`config.mk`:
```
export PLATFORM = sky130hd
export DESIGN_NAME = trap_unit
export DESIGN_NICKNAME = d
export VERILOG_FILES = /design/src/verilog/trap_pkg.sv /design/src/verilog/trap_if.sv /design/src/verilog/trap_unit.sv /design/src/verilog/trap_dispatch.sv /design/src/verilog/irq_prioritizer.sv /design/src/verilog/csr_file.sv
export VERILOG_INCLUDE_DIRS = /design/src /design/src/verilog
export SDC_FILE = /design/constraint.sdc
export NUM_CORES = 1
export LEC_CHECK = 0
export BUFFER_PORTS_ARGS = -buffer_cell sky130_fd_sc_hd__buf_2
export CORE_MARGIN = 2
export CORE_UTILIZATION = 58
export CTS_CLUSTER_SIZE = 14
export DETAILED_ROUTE_END_ITERATION = 7
export PLACE_DENSITY = 0.86
export SKIP_LAST_GASP = 1
export SLEW_MARGIN = 5
export SYNTH_ARGS = -nofsm -noshare
export SYNTH_HDL_FRONTEND = slang
export SYNTH_SLANG_ARGS = --single-unit
export TNS_END_PERCENT = 20
```
`constraint.sdc`:
```
create_clock -name clk -period 4.6 [get_ports clk]
set_clock_uncertainty 0.2 [all_clocks]
set_input_delay 0.69 -clock clk [delete_from_list [all_inputs] [get_ports clk]]
set_output_delay 0.69 -clock clk [all_outputs]
set_load 0.01 [all_outputs]
```
`src/verilog/trap_settings.svh`:
```
/*
 * Trap unit settings.
 * Data width, CSR addresses, interrupt range and constant CSR values
 * of the machine-mode trap and CSR unit.
 */
`ifndef TRAP_SETTINGS_SVH
`define TRAP_SETTINGS_SVH

// Data path.
`define TRAP_XLEN    32
`define TRAP_CAUSE_W 5

// External interrupt numbers.
`define TRAP_IRQ_LO 16
`define TRAP_IRQ_HI 31

// RV32IM: MXL=1, I and M extension bits.
`define TRAP_MISA_VALUE 32'h4000_1100

// mstatus field positions.
`define TRAP_MSTATUS_MIE_BIT  3
`define TRAP_MSTATUS_MPIE_BIT 7

// Machine-mode CSR addresses.
`define TRAP_CSR_MSTATUS    12'h300
`define TRAP_CSR_MISA       12'h301
`define TRAP_CSR_MEDELEG    12'h302
`define TRAP_CSR_MIDELEG    12'h303
`define TRAP_CSR_MIE        12'h304
`define TRAP_CSR_MTVEC      12'h305
`define TRAP_CSR_MSTATUSH   12'h310
`define TRAP_CSR_MSCRATCH   12'h340
`define TRAP_CSR_MEPC       12'h341
`define TRAP_CSR_MCAUSE     12'h342
`define TRAP_CSR_MTVAL      12'h343
`define TRAP_CSR_MIP        12'h344
`define TRAP_CSR_MVENDORID  12'hf11
`define TRAP_CSR_MARCHID    12'hf12
`define TRAP_CSR_MIMPID     12'hf13
`define TRAP_CSR_MHARTID    12'hf14
`define TRAP_CSR_MCONFIGPTR 12'hf15

`endif
```
`src/verilog/trap_pkg.sv`:
```
/*
 * Trap unit package.
 * Data, cause and CSR address types shared by the trap unit blocks.
 */
`default_nettype none
`include "trap_settings.svh"

package trap_pkg;

    // One data word.
    typedef logic [`TRAP_XLEN-1:0] xlen_t;

    // Stored cause number, interrupt or exception.
    typedef logic [`TRAP_CAUSE_W-1:0] cause_t;

    // Synchronous cause as reported by the pipeline.
    typedef logic [3:0] trap_cause_t;

    // Implemented CSR addresses.
    typedef enum logic [11:0] {
        CSR_MSTATUS    = `TRAP_CSR_MSTATUS,
        CSR_MISA       = `TRAP_CSR_MISA,
        CSR_MEDELEG    = `TRAP_CSR_MEDELEG,
        CSR_MIDELEG    = `TRAP_CSR_MIDELEG,
        CSR_MIE        = `TRAP_CSR_MIE,
        CSR_MTVEC      = `TRAP_CSR_MTVEC,
        CSR_MSTATUSH   = `TRAP_CSR_MSTATUSH,
        CSR_MSCRATCH   = `TRAP_CSR_MSCRATCH,
        CSR_MEPC       = `TRAP_CSR_MEPC,
        CSR_MCAUSE     = `TRAP_CSR_MCAUSE,
        CSR_MTVAL      = `TRAP_CSR_MTVAL,
        CSR_MIP        = `TRAP_CSR_MIP,
        CSR_MVENDORID  = `TRAP_CSR_MVENDORID,
        CSR_MARCHID    = `TRAP_CSR_MARCHID,
        CSR_MIMPID     = `TRAP_CSR_MIMPID,
        CSR_MHARTID    = `TRAP_CSR_MHARTID,
        CSR_MCONFIGPTR = `TRAP_CSR_MCONFIGPTR
    } csr_addr_e;

    // Event taken by the dispatcher this cycle.
    typedef enum logic [1:0] {
        EXC_NONE,
        EXC_IRQ,
        EXC_TRAP
    } exc_kind_e;

endpackage

`default_nettype wire

```
`src/verilog/trap_if.sv`:
```
/*
 * Trap unit internal interfaces.
 * csr_access_if carries CSR reads and writes from the core side.
 * trap_csr_if links the dispatcher, the prioritizer and the CSR file.
 */
`default_nettype none

interface csr_access_if;
    // Access address.
    trap_pkg::csr_addr_e addr;
    // Write strobe and data.
    logic                we;
    trap_pkg::xlen_t     wdata;
    // Read data, zero for unknown addresses.
    trap_pkg::xlen_t     rdata;
    // Address decodes to an implemented CSR.
    logic                exists;
    // CSR ignores writes.
    logic                rdonly;

    // Core side issues accesses.
    modport host (output addr, we, wdata, input rdata, exists, rdonly);
    // CSR file answers them.
    modport csr_side (input addr, we, wdata, output rdata, exists, rdonly);
endinterface

interface trap_csr_if;
    // Event chosen by the dispatcher.
    trap_pkg::exc_kind_e exc_kind;
    trap_pkg::cause_t    ex_cause;
    trap_pkg::xlen_t     ex_epc;
    // MRET strobe.
    logic                ret;
    // Return and trap targets.
    trap_pkg::xlen_t     ret_epc;
    trap_pkg::xlen_t     tvec;
    // Interrupt enables, feeds the prioritizer.
    trap_pkg::xlen_t     mie_mask;
    // Latched external lines, driven by the prioritizer.
    trap_pkg::xlen_t     irq_pending;
    // Global machine interrupt enable.
    logic                mstatus_mie;

    modport csr_side (
        input  exc_kind, ex_cause, ex_epc, ret, irq_pending,
        output ret_epc, tvec, mie_mask, mstatus_mie
    );
    modport dispatch (
        output exc_kind, ex_cause, ex_epc, ret,
        input  ret_epc, tvec, mstatus_mie
    );
endinterface

`default_nettype wire

```
`src/verilog/trap_unit.sv`:
```
/*
 * Machine-mode trap and CSR unit, top level.
 * Connects the CSR file, interrupt prioritizer and trap dispatch
 * to plain ports for the core.
 */
`default_nettype none
`include "trap_settings.svh"

module trap_unit #(
    parameter trap_pkg::xlen_t hartid = '0
) (
    input  logic                             clk,
    input  logic                             rst,
    // CSR access.
    input  trap_pkg::csr_addr_e              csr_addr,
    input  logic                             csr_we,
    input  trap_pkg::xlen_t                  csr_wdata,
    output trap_pkg::xlen_t                  csr_rdata,
    output logic                             csr_exists,
    output logic                             csr_rdonly,
    // External interrupt lines.
    input  logic [`TRAP_IRQ_HI:`TRAP_IRQ_LO] irq,
    // Instruction that an interrupt would preempt.
    input  logic                             insn_valid,
    input  trap_pkg::xlen_t                  insn_pc,
    // Synchronous trap from the pipeline.
    input  logic                             trap_valid,
    input  trap_pkg::trap_cause_t            trap_cause,
    input  trap_pkg::xlen_t                  trap_pc,
    // MRET.
    input  logic                             ret,
    // Fetch redirect.
    output logic                             redirect,
    output trap_pkg::xlen_t                  redirect_pc
);

    csr_access_if csr_bus ();
    trap_csr_if   trap_bus ();

    // Selected interrupt number.
    trap_pkg::cause_t irq_cause;

    // Core side of the CSR access path.
    assign csr_bus.addr  = csr_addr;
    assign csr_bus.we    = csr_we;
    assign csr_bus.wdata = csr_wdata;
    assign csr_rdata     = csr_bus.rdata;
    assign csr_exists    = csr_bus.exists;
    assign csr_rdonly    = csr_bus.rdonly;

    csr_file #(
        .hartid (hartid)
    ) csr_file_i (
        .clk  (clk),
        .rst  (rst),
        .csr  (csr_bus.csr_side),
        .trap (trap_bus.csr_side)
    );

    irq_prioritizer irq_prioritizer_i (
        .clk         (clk),
        .irq         (irq),
        .mie_mask    (trap_bus.mie_mask),
        .irq_pending (trap_bus.irq_pending),
        .irq_cause   (irq_cause)
    );

    trap_dispatch trap_dispatch_i (
        .clk         (clk),
        .rst         (rst),
        .irq_cause   (irq_cause),
        .insn_valid  (insn_valid),
        .insn_pc     (insn_pc),
        .trap_valid  (trap_valid),
        .trap_cause  (trap_cause),
        .trap_pc     (trap_pc),
        .ret         (ret),
        .trap        (trap_bus.dispatch),
        .redirect    (redirect),
        .redirect_pc (redirect_pc)
    );

endmodule

`default_nettype wire

```
`src/verilog/trap_dispatch.sv`:
```
/*
 * Trap dispatch.
 * Picks interrupt over synchronous trap, forwards MRET and drives
 * the fetch redirect.
 */
`default_nettype none

module trap_dispatch (
    input  logic                  clk,
    input  logic                  rst,
    input  trap_pkg::cause_t      irq_cause,
    input  logic                  insn_valid,
    input  trap_pkg::xlen_t       insn_pc,
    input  logic                  trap_valid,
    input  trap_pkg::trap_cause_t trap_cause,
    input  trap_pkg::xlen_t       trap_pc,
    input  logic                  ret,
    trap_csr_if.dispatch          trap,
    output logic                  redirect,
    output trap_pkg::xlen_t       redirect_pc
);

    // MIE as seen one cycle ago.
    logic p_mie;
    logic irq_take;

    always_ff @(posedge clk) begin
        if (rst) begin
            p_mie <= 1'b0;
        end else begin
            p_mie <= trap.mstatus_mie;
        end
    end

    // Interrupts need MIE held over two cycles and a valid instruction.
    assign irq_take = (irq_cause != '0) && trap.mstatus_mie && p_mie && insn_valid;

    always_comb begin
        if (irq_take) begin
            // Interrupt, resumes at the interrupted instruction.
            trap.exc_kind = trap_pkg::EXC_IRQ;
            trap.ex_cause = irq_cause;
            trap.ex_epc   = insn_pc;
        end else if (trap_valid) begin
            trap.exc_kind = trap_pkg::EXC_TRAP;
            trap.ex_cause = trap_pkg::cause_t'(trap_cause);
            trap.ex_epc   = trap_pc;
        end else begin
            trap.exc_kind = trap_pkg::EXC_NONE;
            trap.ex_cause = '0;
            trap.ex_epc   = '0;
        end
    end

    assign trap.ret = ret;

    // MRET goes to mepc, any trap entry to mtvec.
    assign redirect    = ret || (trap.exc_kind != trap_pkg::EXC_NONE);
    assign redirect_pc = ret ? trap.ret_epc : trap.tvec;

endmodule

`default_nettype wire

```
`src/verilog/irq_prioritizer.sv`:
```
/*
 * External interrupt prioritizer.
 * Latches lines 31 to 16, masks them with mie and reports the lowest
 * pending, enabled interrupt number.
 */
`default_nettype none
`include "trap_settings.svh"

module irq_prioritizer (
    input  logic                                   clk,
    input  logic [`TRAP_IRQ_HI:`TRAP_IRQ_LO]       irq,
    input  trap_pkg::xlen_t                        mie_mask,
    output trap_pkg::xlen_t                        irq_pending,
    output trap_pkg::cause_t                       irq_cause
);

    trap_pkg::xlen_t irq_masked;

    // One cycle of latch latency, low lines always clear.
    always_ff @(posedge clk) begin
        irq_pending <= '0;
        irq_pending[`TRAP_IRQ_HI:`TRAP_IRQ_LO] <= irq;
    end

    assign irq_masked = irq_pending & mie_mask;

    // Scan downward so the lowest set number wins.
    // Zero means nothing pending.
    always_comb begin
        irq_cause = '0;
        for (int i = `TRAP_IRQ_HI; i >= `TRAP_IRQ_LO; i--) begin
            if (irq_masked[i]) begin
                irq_cause = trap_pkg::cause_t'(i);
            end
        end
    end

endmodule

`default_nettype wire

```
`src/verilog/csr_file.sv`:
```
/*
 * Machine-mode CSR file.
 * Holds the writable CSRs, decodes reads and applies updates from
 * CSR writes, taken traps and interrupts, and MRET.
 */
`default_nettype none
`include "trap_settings.svh"

module csr_file #(
    parameter trap_pkg::xlen_t hartid = '0
) (
    input  logic                  clk,
    input  logic                  rst,
    csr_access_if.csr_side        csr,
    trap_csr_if.csr_side          trap
);

    // mstatus interrupt enable and its saved copy.
    logic            mstatus_mie;
    logic            mstatus_mpie;
    // Per-interrupt enables.
    trap_pkg::xlen_t mie;
    // Trap vector, direct mode only.
    trap_pkg::xlen_t mtvec;
    trap_pkg::xlen_t mscratch;
    // Return address, bit 0 stays clear.
    trap_pkg::xlen_t mepc;
    // mcause split into interrupt flag and number.
    logic            mcause_int;
    trap_pkg::cause_t mcause_no;

    // Assembled read views.
    trap_pkg::xlen_t mstatus_word;
    trap_pkg::xlen_t mcause_word;
    trap_pkg::xlen_t mip_word;

    logic exc_taken;

    assign exc_taken = (trap.exc_kind != trap_pkg::EXC_NONE);

    always_comb begin
        mstatus_word = '0;
        mstatus_word[`TRAP_MSTATUS_MIE_BIT] = mstatus_mie;
        mstatus_word[`TRAP_MSTATUS_MPIE_BIT] = mstatus_mpie;
    end

    // Flag in the top bit, number in the low bits.
    assign mcause_word = {mcause_int, {(`TRAP_XLEN-1-`TRAP_CAUSE_W){1'b0}}, mcause_no};

    // Pending lines, visible only where enabled.
    assign mip_word = trap.irq_pending & mie;

    // To dispatcher and prioritizer.
    assign trap.ret_epc     = mepc;
    assign trap.tvec        = mtvec;
    assign trap.mie_mask    = mie;
    assign trap.mstatus_mie = mstatus_mie;

    // Read decode.
    always_comb begin
        csr.rdata  = '0;
        csr.exists = 1'b1;
        csr.rdonly = 1'b0;
        case (csr.addr)
            trap_pkg::CSR_MSTATUS:  csr.rdata = mstatus_word;
            trap_pkg::CSR_MISA:     csr.rdata = `TRAP_MISA_VALUE;
            trap_pkg::CSR_MIE:      csr.rdata = mie;
            trap_pkg::CSR_MTVEC:    csr.rdata = mtvec;
            trap_pkg::CSR_MIP:      csr.rdata = mip_word;
            trap_pkg::CSR_MSCRATCH: csr.rdata = mscratch;
            trap_pkg::CSR_MEPC:     csr.rdata = mepc;
            trap_pkg::CSR_MCAUSE:   csr.rdata = mcause_word;
            // No delegation, no trap value.
            trap_pkg::CSR_MEDELEG, trap_pkg::CSR_MIDELEG,
            trap_pkg::CSR_MSTATUSH, trap_pkg::CSR_MTVAL: csr.rdata = '0;
            // ID registers read zero.
            trap_pkg::CSR_MVENDORID, trap_pkg::CSR_MARCHID,
            trap_pkg::CSR_MIMPID, trap_pkg::CSR_MCONFIGPTR: csr.rdonly = 1'b1;
            trap_pkg::CSR_MHARTID: begin
                csr.rdata  = hartid;
                csr.rdonly = 1'b1;
            end
            default: csr.exists = 1'b0;
        endcase
    end

    // Updates: reset, then MRET, then trap entry, then plain write.
    always_ff @(posedge clk) begin
        if (rst) begin
            mstatus_mie  <= 1'b0;
            mstatus_mpie <= 1'b0;
            mie          <= '0;
            mtvec        <= '0;
            mscratch     <= '0;
            mepc         <= '0;
            mcause_int   <= 1'b0;
            mcause_no    <= '0;
        end else if (trap.ret) begin
            // Restore the enable saved at trap entry.
            mstatus_mie <= mstatus_mpie;
        end else if (exc_taken) begin
            mstatus_mpie <= mstatus_mie;
            mstatus_mie  <= 1'b0;
            mepc         <= {trap.ex_epc[`TRAP_XLEN-1:1], 1'b0};
            mcause_int   <= (trap.exc_kind == trap_pkg::EXC_IRQ);
            mcause_no    <= trap.ex_cause;
        end else if (csr.we) begin
            case (csr.addr)
                trap_pkg::CSR_MSTATUS: begin
                    mstatus_mie  <= csr.wdata[`TRAP_MSTATUS_MIE_BIT];
                    mstatus_mpie <= csr.wdata[`TRAP_MSTATUS_MPIE_BIT];
                end
                trap_pkg::CSR_MIE:      mie <= csr.wdata;
                // Direct mode, low two bits forced to zero.
                trap_pkg::CSR_MTVEC:    mtvec <= {csr.wdata[`TRAP_XLEN-1:2], 2'b00};
                trap_pkg::CSR_MSCRATCH: mscratch <= csr.wdata;
                trap_pkg::CSR_MEPC:     mepc <= {csr.wdata[`TRAP_XLEN-1:1], 1'b0};
                trap_pkg::CSR_MCAUSE: begin
                    mcause_int <= csr.wdata[`TRAP_XLEN-1];
                    mcause_no  <= csr.wdata[`TRAP_CAUSE_W-1:0];
                end
                // Constant and read-only CSRs ignore writes.
                default: ;
            endcase
        end
    end

endmodule

`default_nettype wire

```
==> results of run 1 <==
==> cell usage in the layout, fill, tap and decap left out, types with 4 or more instances in the layout <==
master      instances
o32ai_1            19
a22o_1              8
o32ai_2            10
clkinvlp_4          4
o21a_1              4
inv_1               6
dfxtp_1           150
and3_1              7
clkinv_2            4
buf_4              13
nor2b_1            34
nand2_1           217
a32oi_1             4
a21oi_1             7
buf_2             197
and2_1             15
mux2i_1            97
nand2b_1            8
clkbuf_16          17
a211oi_1           28
mux2_2             31
a222oi_1           26
nand3_1             6
nor3_1              9
nor2_1             39
a22oi_1             8
a221o_1             5
o21ai_0            18
nand4_1             4
==> through the flow <==
step	cell area [sq um]	power [mW]	cells	setup slack, ns
floorplan	7820	1.51	893	1.45
global placement	8820	1.61	1205	1.07
detailed placement	8820	1.62	1205	1.08
CTS	9360	2.89	1237	1.08
global route	9360	2.97	1237	0.978
finish	9360	2.89	1237	1.05
==> cell type report <==
class | count | area [sq um] | share of cell area
tap | 176 | 220 | 0.0235
clock buffer | 20 | 437 | 0.0466
clock inverter | 12 | 106 | 0.0114
sequential | 150 | 3000 | 0.321
multi-input combinational | 661 | 4460 | 0.477
inverter | 7 | 28.8 | 0.00307
timing repair buffer | 211 | 1100 | 0.118
==> worst paths after layout <==
| check | start | cells after the start | endpoint |
|---|---|---|---|
| worst max register to register | irq_prioritizer_i.irq_pending[27]$_DFF_P_ | 6 | csr_file_i.trap.tvec[12]$_SDFFE_PP0P_ |
| worst min-delay path | irq[22] | 1 | irq_prioritizer_i.irq_pending[22]$_DFF_P_ |
| worst max-delay path | csr_addr[3] | 8 | csr_rdata[2] |
| worst min register to register | csr_file_i.trap.mie_mask[0]$_SDFFE_PP0P_ | 2 | csr_file_i.trap.mie_mask[0]$_SDFFE_PP0P_ |
==> registers in the layout (all words and copies together), names as in the netlist <==
name                           cells
csr_file_i.trap.mstatus_mie        1
csr_file_i.trap.mie_mask          32
csr_file_i.mcause_no               5
csr_file_i.trap.tvec              30
trap_dispatch_i.p_mie              1
csr_file_i.mscratch               32
csr_file_i.mcause_int              1
csr_file_i.mstatus_mpie            1
csr_file_i.trap.ret_epc           31
irq_prioritizer_i.irq_pending     16
==> layer usage <==
metal,share of wire,routed length [um],global-route usage,vias to the layer above
met2,0.49,11100,0.549,341
met3,0.078,1780,0.0680,40
li1,-,-,-,3543
met1,0.42,9490,0.388,3670
met5,0,0,0,-
met4,0.019,426,0.123,0
==> power breakdown <==
group	internal, mW	leakage, nW	total (mW)	switching (mW)
clock network	0.741	0.256	1.29	0.552
registers	1.32	1.22	1.34	0.0194
logic	0.107	2.88	0.249	0.142
==> cells by family after synthesis <==
logic type | share of synthesized area
buffers and inverters | 0.0482
muxes | 0.169
other | 0.000480
AOI/OAI and AO/OA | 0.185
and+or+nand+nor | 0.214
DFF | 0.384
==> worst reg2reg max path: cells and delay by family (launching register included) <==
kind            cells  cell delay (ns)
compound gates      2             0.75
buf+inv             1             0.47
flops               1             0.35
mux                 1             0.25
simple gates        2             1.23
==> results by group, run 1 <==
Finish
  • Area Overhead vs Synth: 19.8%
  • ANT cells: 0
  • Fraction of layout cells with a size suffix above 1: 0.279
  • Nets@finish: 1182
  • Final Util: 0.710
  • Fillers: 1048

Die
  • Num rows: 42
  • Core Box Area: 13200 sq um
  • Starting Density: 0.593
  • Ports: 201
  • DIE HEIGHT: 120 um
  • Die area: 14400 sq um
  • Die Wd: 120 um

Yosys
  • Top cell type's share of synthesized area: 0.384
  • Ys Warns: 0
  • Synth top area cells: dfxtp_1 38%, mux2i_1 12%, nand2_1 10%, mux2_2 4.5%, a222oi_1 3.3%
  • Most instantiated library cell after synthesis: nand2_1
  • Post-synth EDFFs: 0
  • Number of synthesized register bits: 150
  • Netlist Area Pre-Place: 7820 sq um
  • Seq/Total Area, Yosys: 0.384
  • Mapped Cells: 893
  • Commonest cells in the netlist: 217 x nand2_1, 150 x dfxtp_1, 97 x mux2i_1
  • Main flop type after synthesis: dfxtp_1
  • Post-Syn Nets: 1027
  • Yosys cell types: 66
  • Ys async rst share: 0
  • Mean post-synth cell area: 8.75 sq um
  • Leading area contributor after synthesis: dfxtp_1

STA
  • Max Clk Rate: 0.281 GHz
  • RSZ-0062 raised after global routing: no
  • Slew of the pin with the lowest slew margin: 1.23 ns
  • Crit path time final: 3.55 ns
  • Slew Limit Fails: 0
  • TNS Setup: 0 ns
  • Crit share post-route: 0.773
  • Setup-failing EPs final: 0
  • Hold WS: 0.160 ns
  • Hold Fails Final Rpt: 0
  • Slew HR: 0.181

Pwr
  • Power density over cell area: 308 nW/um^2
  • Lkg Pwr: 4.35 nW
  • VDD IR-drop max: 0.308 mV

Global routing
  • Vias in the first global route: 7369
  • Antenna violations before repair: 0
  • GRT Util Overall: 0.318
  • GRT overflow: 0
  • Largest net degree at the start of global routing: 87
  • First-pass GRT wire length: 36.5 mm

Placement
  • Hpwl dp: 15.2 mm
  • Routability cong.: 0.832
  • Port bufs: 197

Detailed routing
  • Vias: 7594
  • Pre-Repair DR Iteration Count: 5
  • Drt wl/cell: 18.4 um
  • Drt drc: 0
  • WL final: 22.8 mm
  • Remaining antenna violation count after routing: 0
  • Number of vias per cell: 6.14
  • Iter 0 DRT Violations: 852

Critical path
  • Worst path bufs/invs: 3
  • Type of destination of the critical path: output pin
  • Crit Path Class: in -> out
  • CP cell instances: buf_2 > nor4bb_1 > nand4_1 > nor2_2 > buf_4 > a22oi_1 > nand2_1 > buf_2
  • Largest fanout on the critical path: 29
  • Worst EP required: 3.71 ns
  • Crit path max-delay family: simple AND/OR/NAND/NOR gates
  • CP max stage delay: 0.43 ns
  • CP dominant cell by count: buf_2
  • Critical Path Source Type: input port
  • Slowest cell on crit path: nor4bb_1
  • R2R setup slack: 1.28 ns
  • Critical path arrival: 2.66 ns

Min path
  • Type of the worst min-delay path: in -> reg

Job
  • MaxCap Viol Count: 0

Clocking
  • CTS tree: yes
  • Clk sinks: 150
  • Clock transition at path regs: 0.06 ns
  • CTS Buf Count: 17
  • # hold bufs at CTS: 0
  • PostCTS Resize Cnt: 0
  • Clock Path Buffers: 2
  • Clock Latency Late Sink: 0.43 ns
  • H-tree lvl count: 4
  • CTS root buf: clkbuf_16
  • Post-CTS Repair Setup Buffers: 0

Status
  • Status: complete, no violations
(Power assumes the default switching activity.)
==> inputs of run 2 (changes only) <==
- ABC_AREA: not set -> 1
- CORE_UTILIZATION: 58 -> 48
- PLACE_DENSITY: 0.86 -> 0.77
- clock period: 4.6 -> 2.86 ns (I/O delays scaled with it)
==> run 2 against run 1 <==
Effect of this change:
- the run now ends with design-rule violations left
- worst hold slack worse by 0.10 ns
- die area rose by 14%
- critical path depth rose by 3
- setup slack got worse by 0.90 ns
- core utilization is 9.0 points lower
- power grew 70%
- design area increased by 0.23%
- via count up 1.2%
- sequential cell count did not move
- critical path type unchanged
- critical endpoint is now csr_rdata[18]
- largest cell class unchanged
- highest routed layer unchanged
==> results by group, run 2 <==
Die
  • Die Wd: 128 um
  • DIE HEIGHT: 128 um
  • Die area: 16400 sq um
  • Starting Density: 0.489
  • Core Box Area: 15100 sq um
  • Num rows: 45
  • Ports: 201

STA
  • TNS Setup: 0 ns
  • Setup-failing EPs final: 0
  • RSZ-0062 raised after global routing: no
  • Hold Fails Final Rpt: 0
  • Slew Limit Fails: 0
  • Slew HR: 0.571
  • Crit share post-route: 0.950
  • Hold WS: 0.0565 ns
  • Max Clk Rate: 0.368 GHz
  • Slew of the pin with the lowest slew margin: 0.643 ns
  • Crit path time final: 2.72 ns

Pwr
  • VDD IR-drop max: 0.415 mV
  • Lkg Pwr: 4.10 nW
  • Power density over cell area: 524 nW/um^2

Critical path
  • R2R setup slack: 0.50 ns
  • Worst-case reg-to-reg path depth: 12
  • Worst R2R Start: csr_file_i.trap.mie_mask[25]$_SDFFE_PP0P_
  • Reg-to-Reg End: csr_file_i.trap.mie_mask[31]$_SDFFE_PP0P_
  • Crit Path Class: in -> out
  • Critical path arrival: 2.09 ns
  • Critical Path Source Type: input port
  • Worst EP required: 2.23 ns
  • Type of destination of the critical path: output pin
  • Largest fanout on the critical path: 13

Finish
  • Cell area after layout: 9380 sq um
  • Commonest non-fill, non-tap cells in the layout: 281 x nand2_1, 197 x buf_2, 150 x dfxtp_1
  • Fraction of layout cells with a size suffix above 1: 0.281
  • Final Util: 0.620
  • Nets@finish: 1330
  • Commonest non-fill, non-tap cell in the layout: nand2_1
  • Area Overhead vs Synth: 26.7%
  • Post-Layout Cell Count: 1398

Yosys
  • Netlist Area Pre-Place: 7410 sq um
  • Most instantiated library cell after synthesis: nand2_1
  • Post-synth EDFFs: 0
  • Ys Warns: 0
  • Main flop type after synthesis: dfxtp_1
  • Leading area contributor after synthesis: dfxtp_1
  • Mean post-synth cell area: 7.39 sq um
  • Number of synthesized register bits: 150
  • Commonest cells in the netlist: 281 x nand2_1, 150 x dfxtp_1, 88 x inv_1
  • Yosys cell types: 38
  • Post-Syn Nets: 1136
  • Seq/Total Area, Yosys: 0.405
  • Synth top area cells: dfxtp_1 41%, nand2_1 14%, a21oi_2 6.6%, o21ai_1 5.8%, o21ai_0 5.3%
  • Mapped Cells: 1002
  • Ys async rst share: 0
  • Top cell type's share of synthesized area: 0.405

Global routing
  • GRT overflow: 0
  • Largest net degree at the start of global routing: 78
  • Antenna violations before repair: 1
  • Vias in the first global route: 7200
  • First-pass GRT wire length: 35.1 mm
  • GRT Util Overall: 0.270

Placement
  • Port bufs: 197
  • Dpl cells: 1347
  • Area after DPL: 8580 sq um
  • Routability cong.: 0.902
  • Hpwl dp: 15.3 mm

Clocking
  • H-tree lvl count: 4
  • CTS root buf: clkbuf_16
  • CTS Buf Count: 17
  • Clk sinks: 150
  • Clock Path Buffers: 2
  • CTS tree: yes
  • Clock Latency Late Sink: 0.43 ns
  • Clock transition at path regs: 0.06 ns

Min path
  • Number of cells on the worst hold path: 2
  • Type of the worst min-delay path: in -> reg
  • Hold Path Sink: trap_dispatch_i.p_mie$_SDFF_PP0_
  • HP Start: rst

Detailed routing
  • Pre-Repair DR Iteration Count: 8
  • Iter 0 DRT Violations: 576
  • Remaining antenna violation count after routing: 0
  • Vias: 7687
  • WL final: 22.3 mm
  • Drt drc: 3
  • Drt wl/cell: 16.0 um
  • Number of vias per cell: 5.50

Job
  • MaxCap Viol Count: 0

Status
  • Failing checks: design-rule violations
  • Status: finished with violations
[run 2: final cells by class]
cell class	count	area, sq um
fillers	1356	5760
multi-input cells	690	3690
flip-flops and latches	150	3000
repair buffers	244	1480
clock buffers	19	443
inverters	93	350
well taps	188	235
clock inverters	13	180
diodes	1	2.50
[run 2: where the power goes]
part	leakage, nW	internal, mW	switching, mW
combinational	2.58	0.160	0.225
sequential	1.22	2.14	0.0316
clock	0.299	1.48	0.879
[run 2: kinds of logic after synthesis]
group,count (synthesis),share of synthesized area
flops,150,0.405
buf+inv,162,0.0974
other cells,1,0.000506
compound gates,353,0.309
simple gates,336,0.188
[run 2: how the worst max path moves through the flow]
stage / slack, ns / to / start
global route: 0.02 / csr_rdata[18] / csr_addr[11]
detailed placement: 0.15 / csr_rdata[30] / csr_addr[5]
floorplan: 0.55 / csr_rdata[14] / csr_addr[5]
global placement: 0.19 / csr_rdata[18] / csr_addr[11]
CTS: 0.13 / csr_rdata[18] / csr_addr[11]
finish: 0.14 / csr_rdata[18] / csr_addr[5]
[run 2: what timing repair did]
item / 4_1_cts / 5_1_grt
hold endpoints to repair: 16 / 0
setup endpoints to repair: 0 / 1
hold buffers: 16 / 0
buffers inserted: 0 / 2
gates resized for setup: 0 / 0
[run 2: worst max-delay path: stages]
cell and delay, ns:
buf_2 0.10, nor2_1 0.17, nand2_1 0.11, nor2_2 0.19, nand2_1 0.11, nor2_2 0.16, inv_1 0.31, nand2_1 0.16
nand2_1 0.07, o2111ai_1 0.09, buf_2 0.17
[run 2: metrics by stage]
step           total power [mW]  worst slack (ns)
4_1_cts                    4.93             0.132
5_1_grt                    5.07            0.0223
3_3_place_gp               2.57             0.187
2_1_floorplan              2.39             0.552
6_report                   4.91             0.143
3_5_place_dp               2.58             0.149
[run 2: metal layers]
| metal | wire, um | up-vias | share of wire | global-route usage |
|---|---|---|---|---|
| met5 | 0 | - | 0 | 0 |
| met4 | 440 | 0 | 0.020 | 0.0957 |
| met3 | 1690 | 36 | 0.076 | 0.0505 |
| met2 | 10300 | 317 | 0.46 | 0.444 |
| met1 | 9880 | 3521 | 0.44 | 0.354 |
| li1 | - | 3813 | - | - |
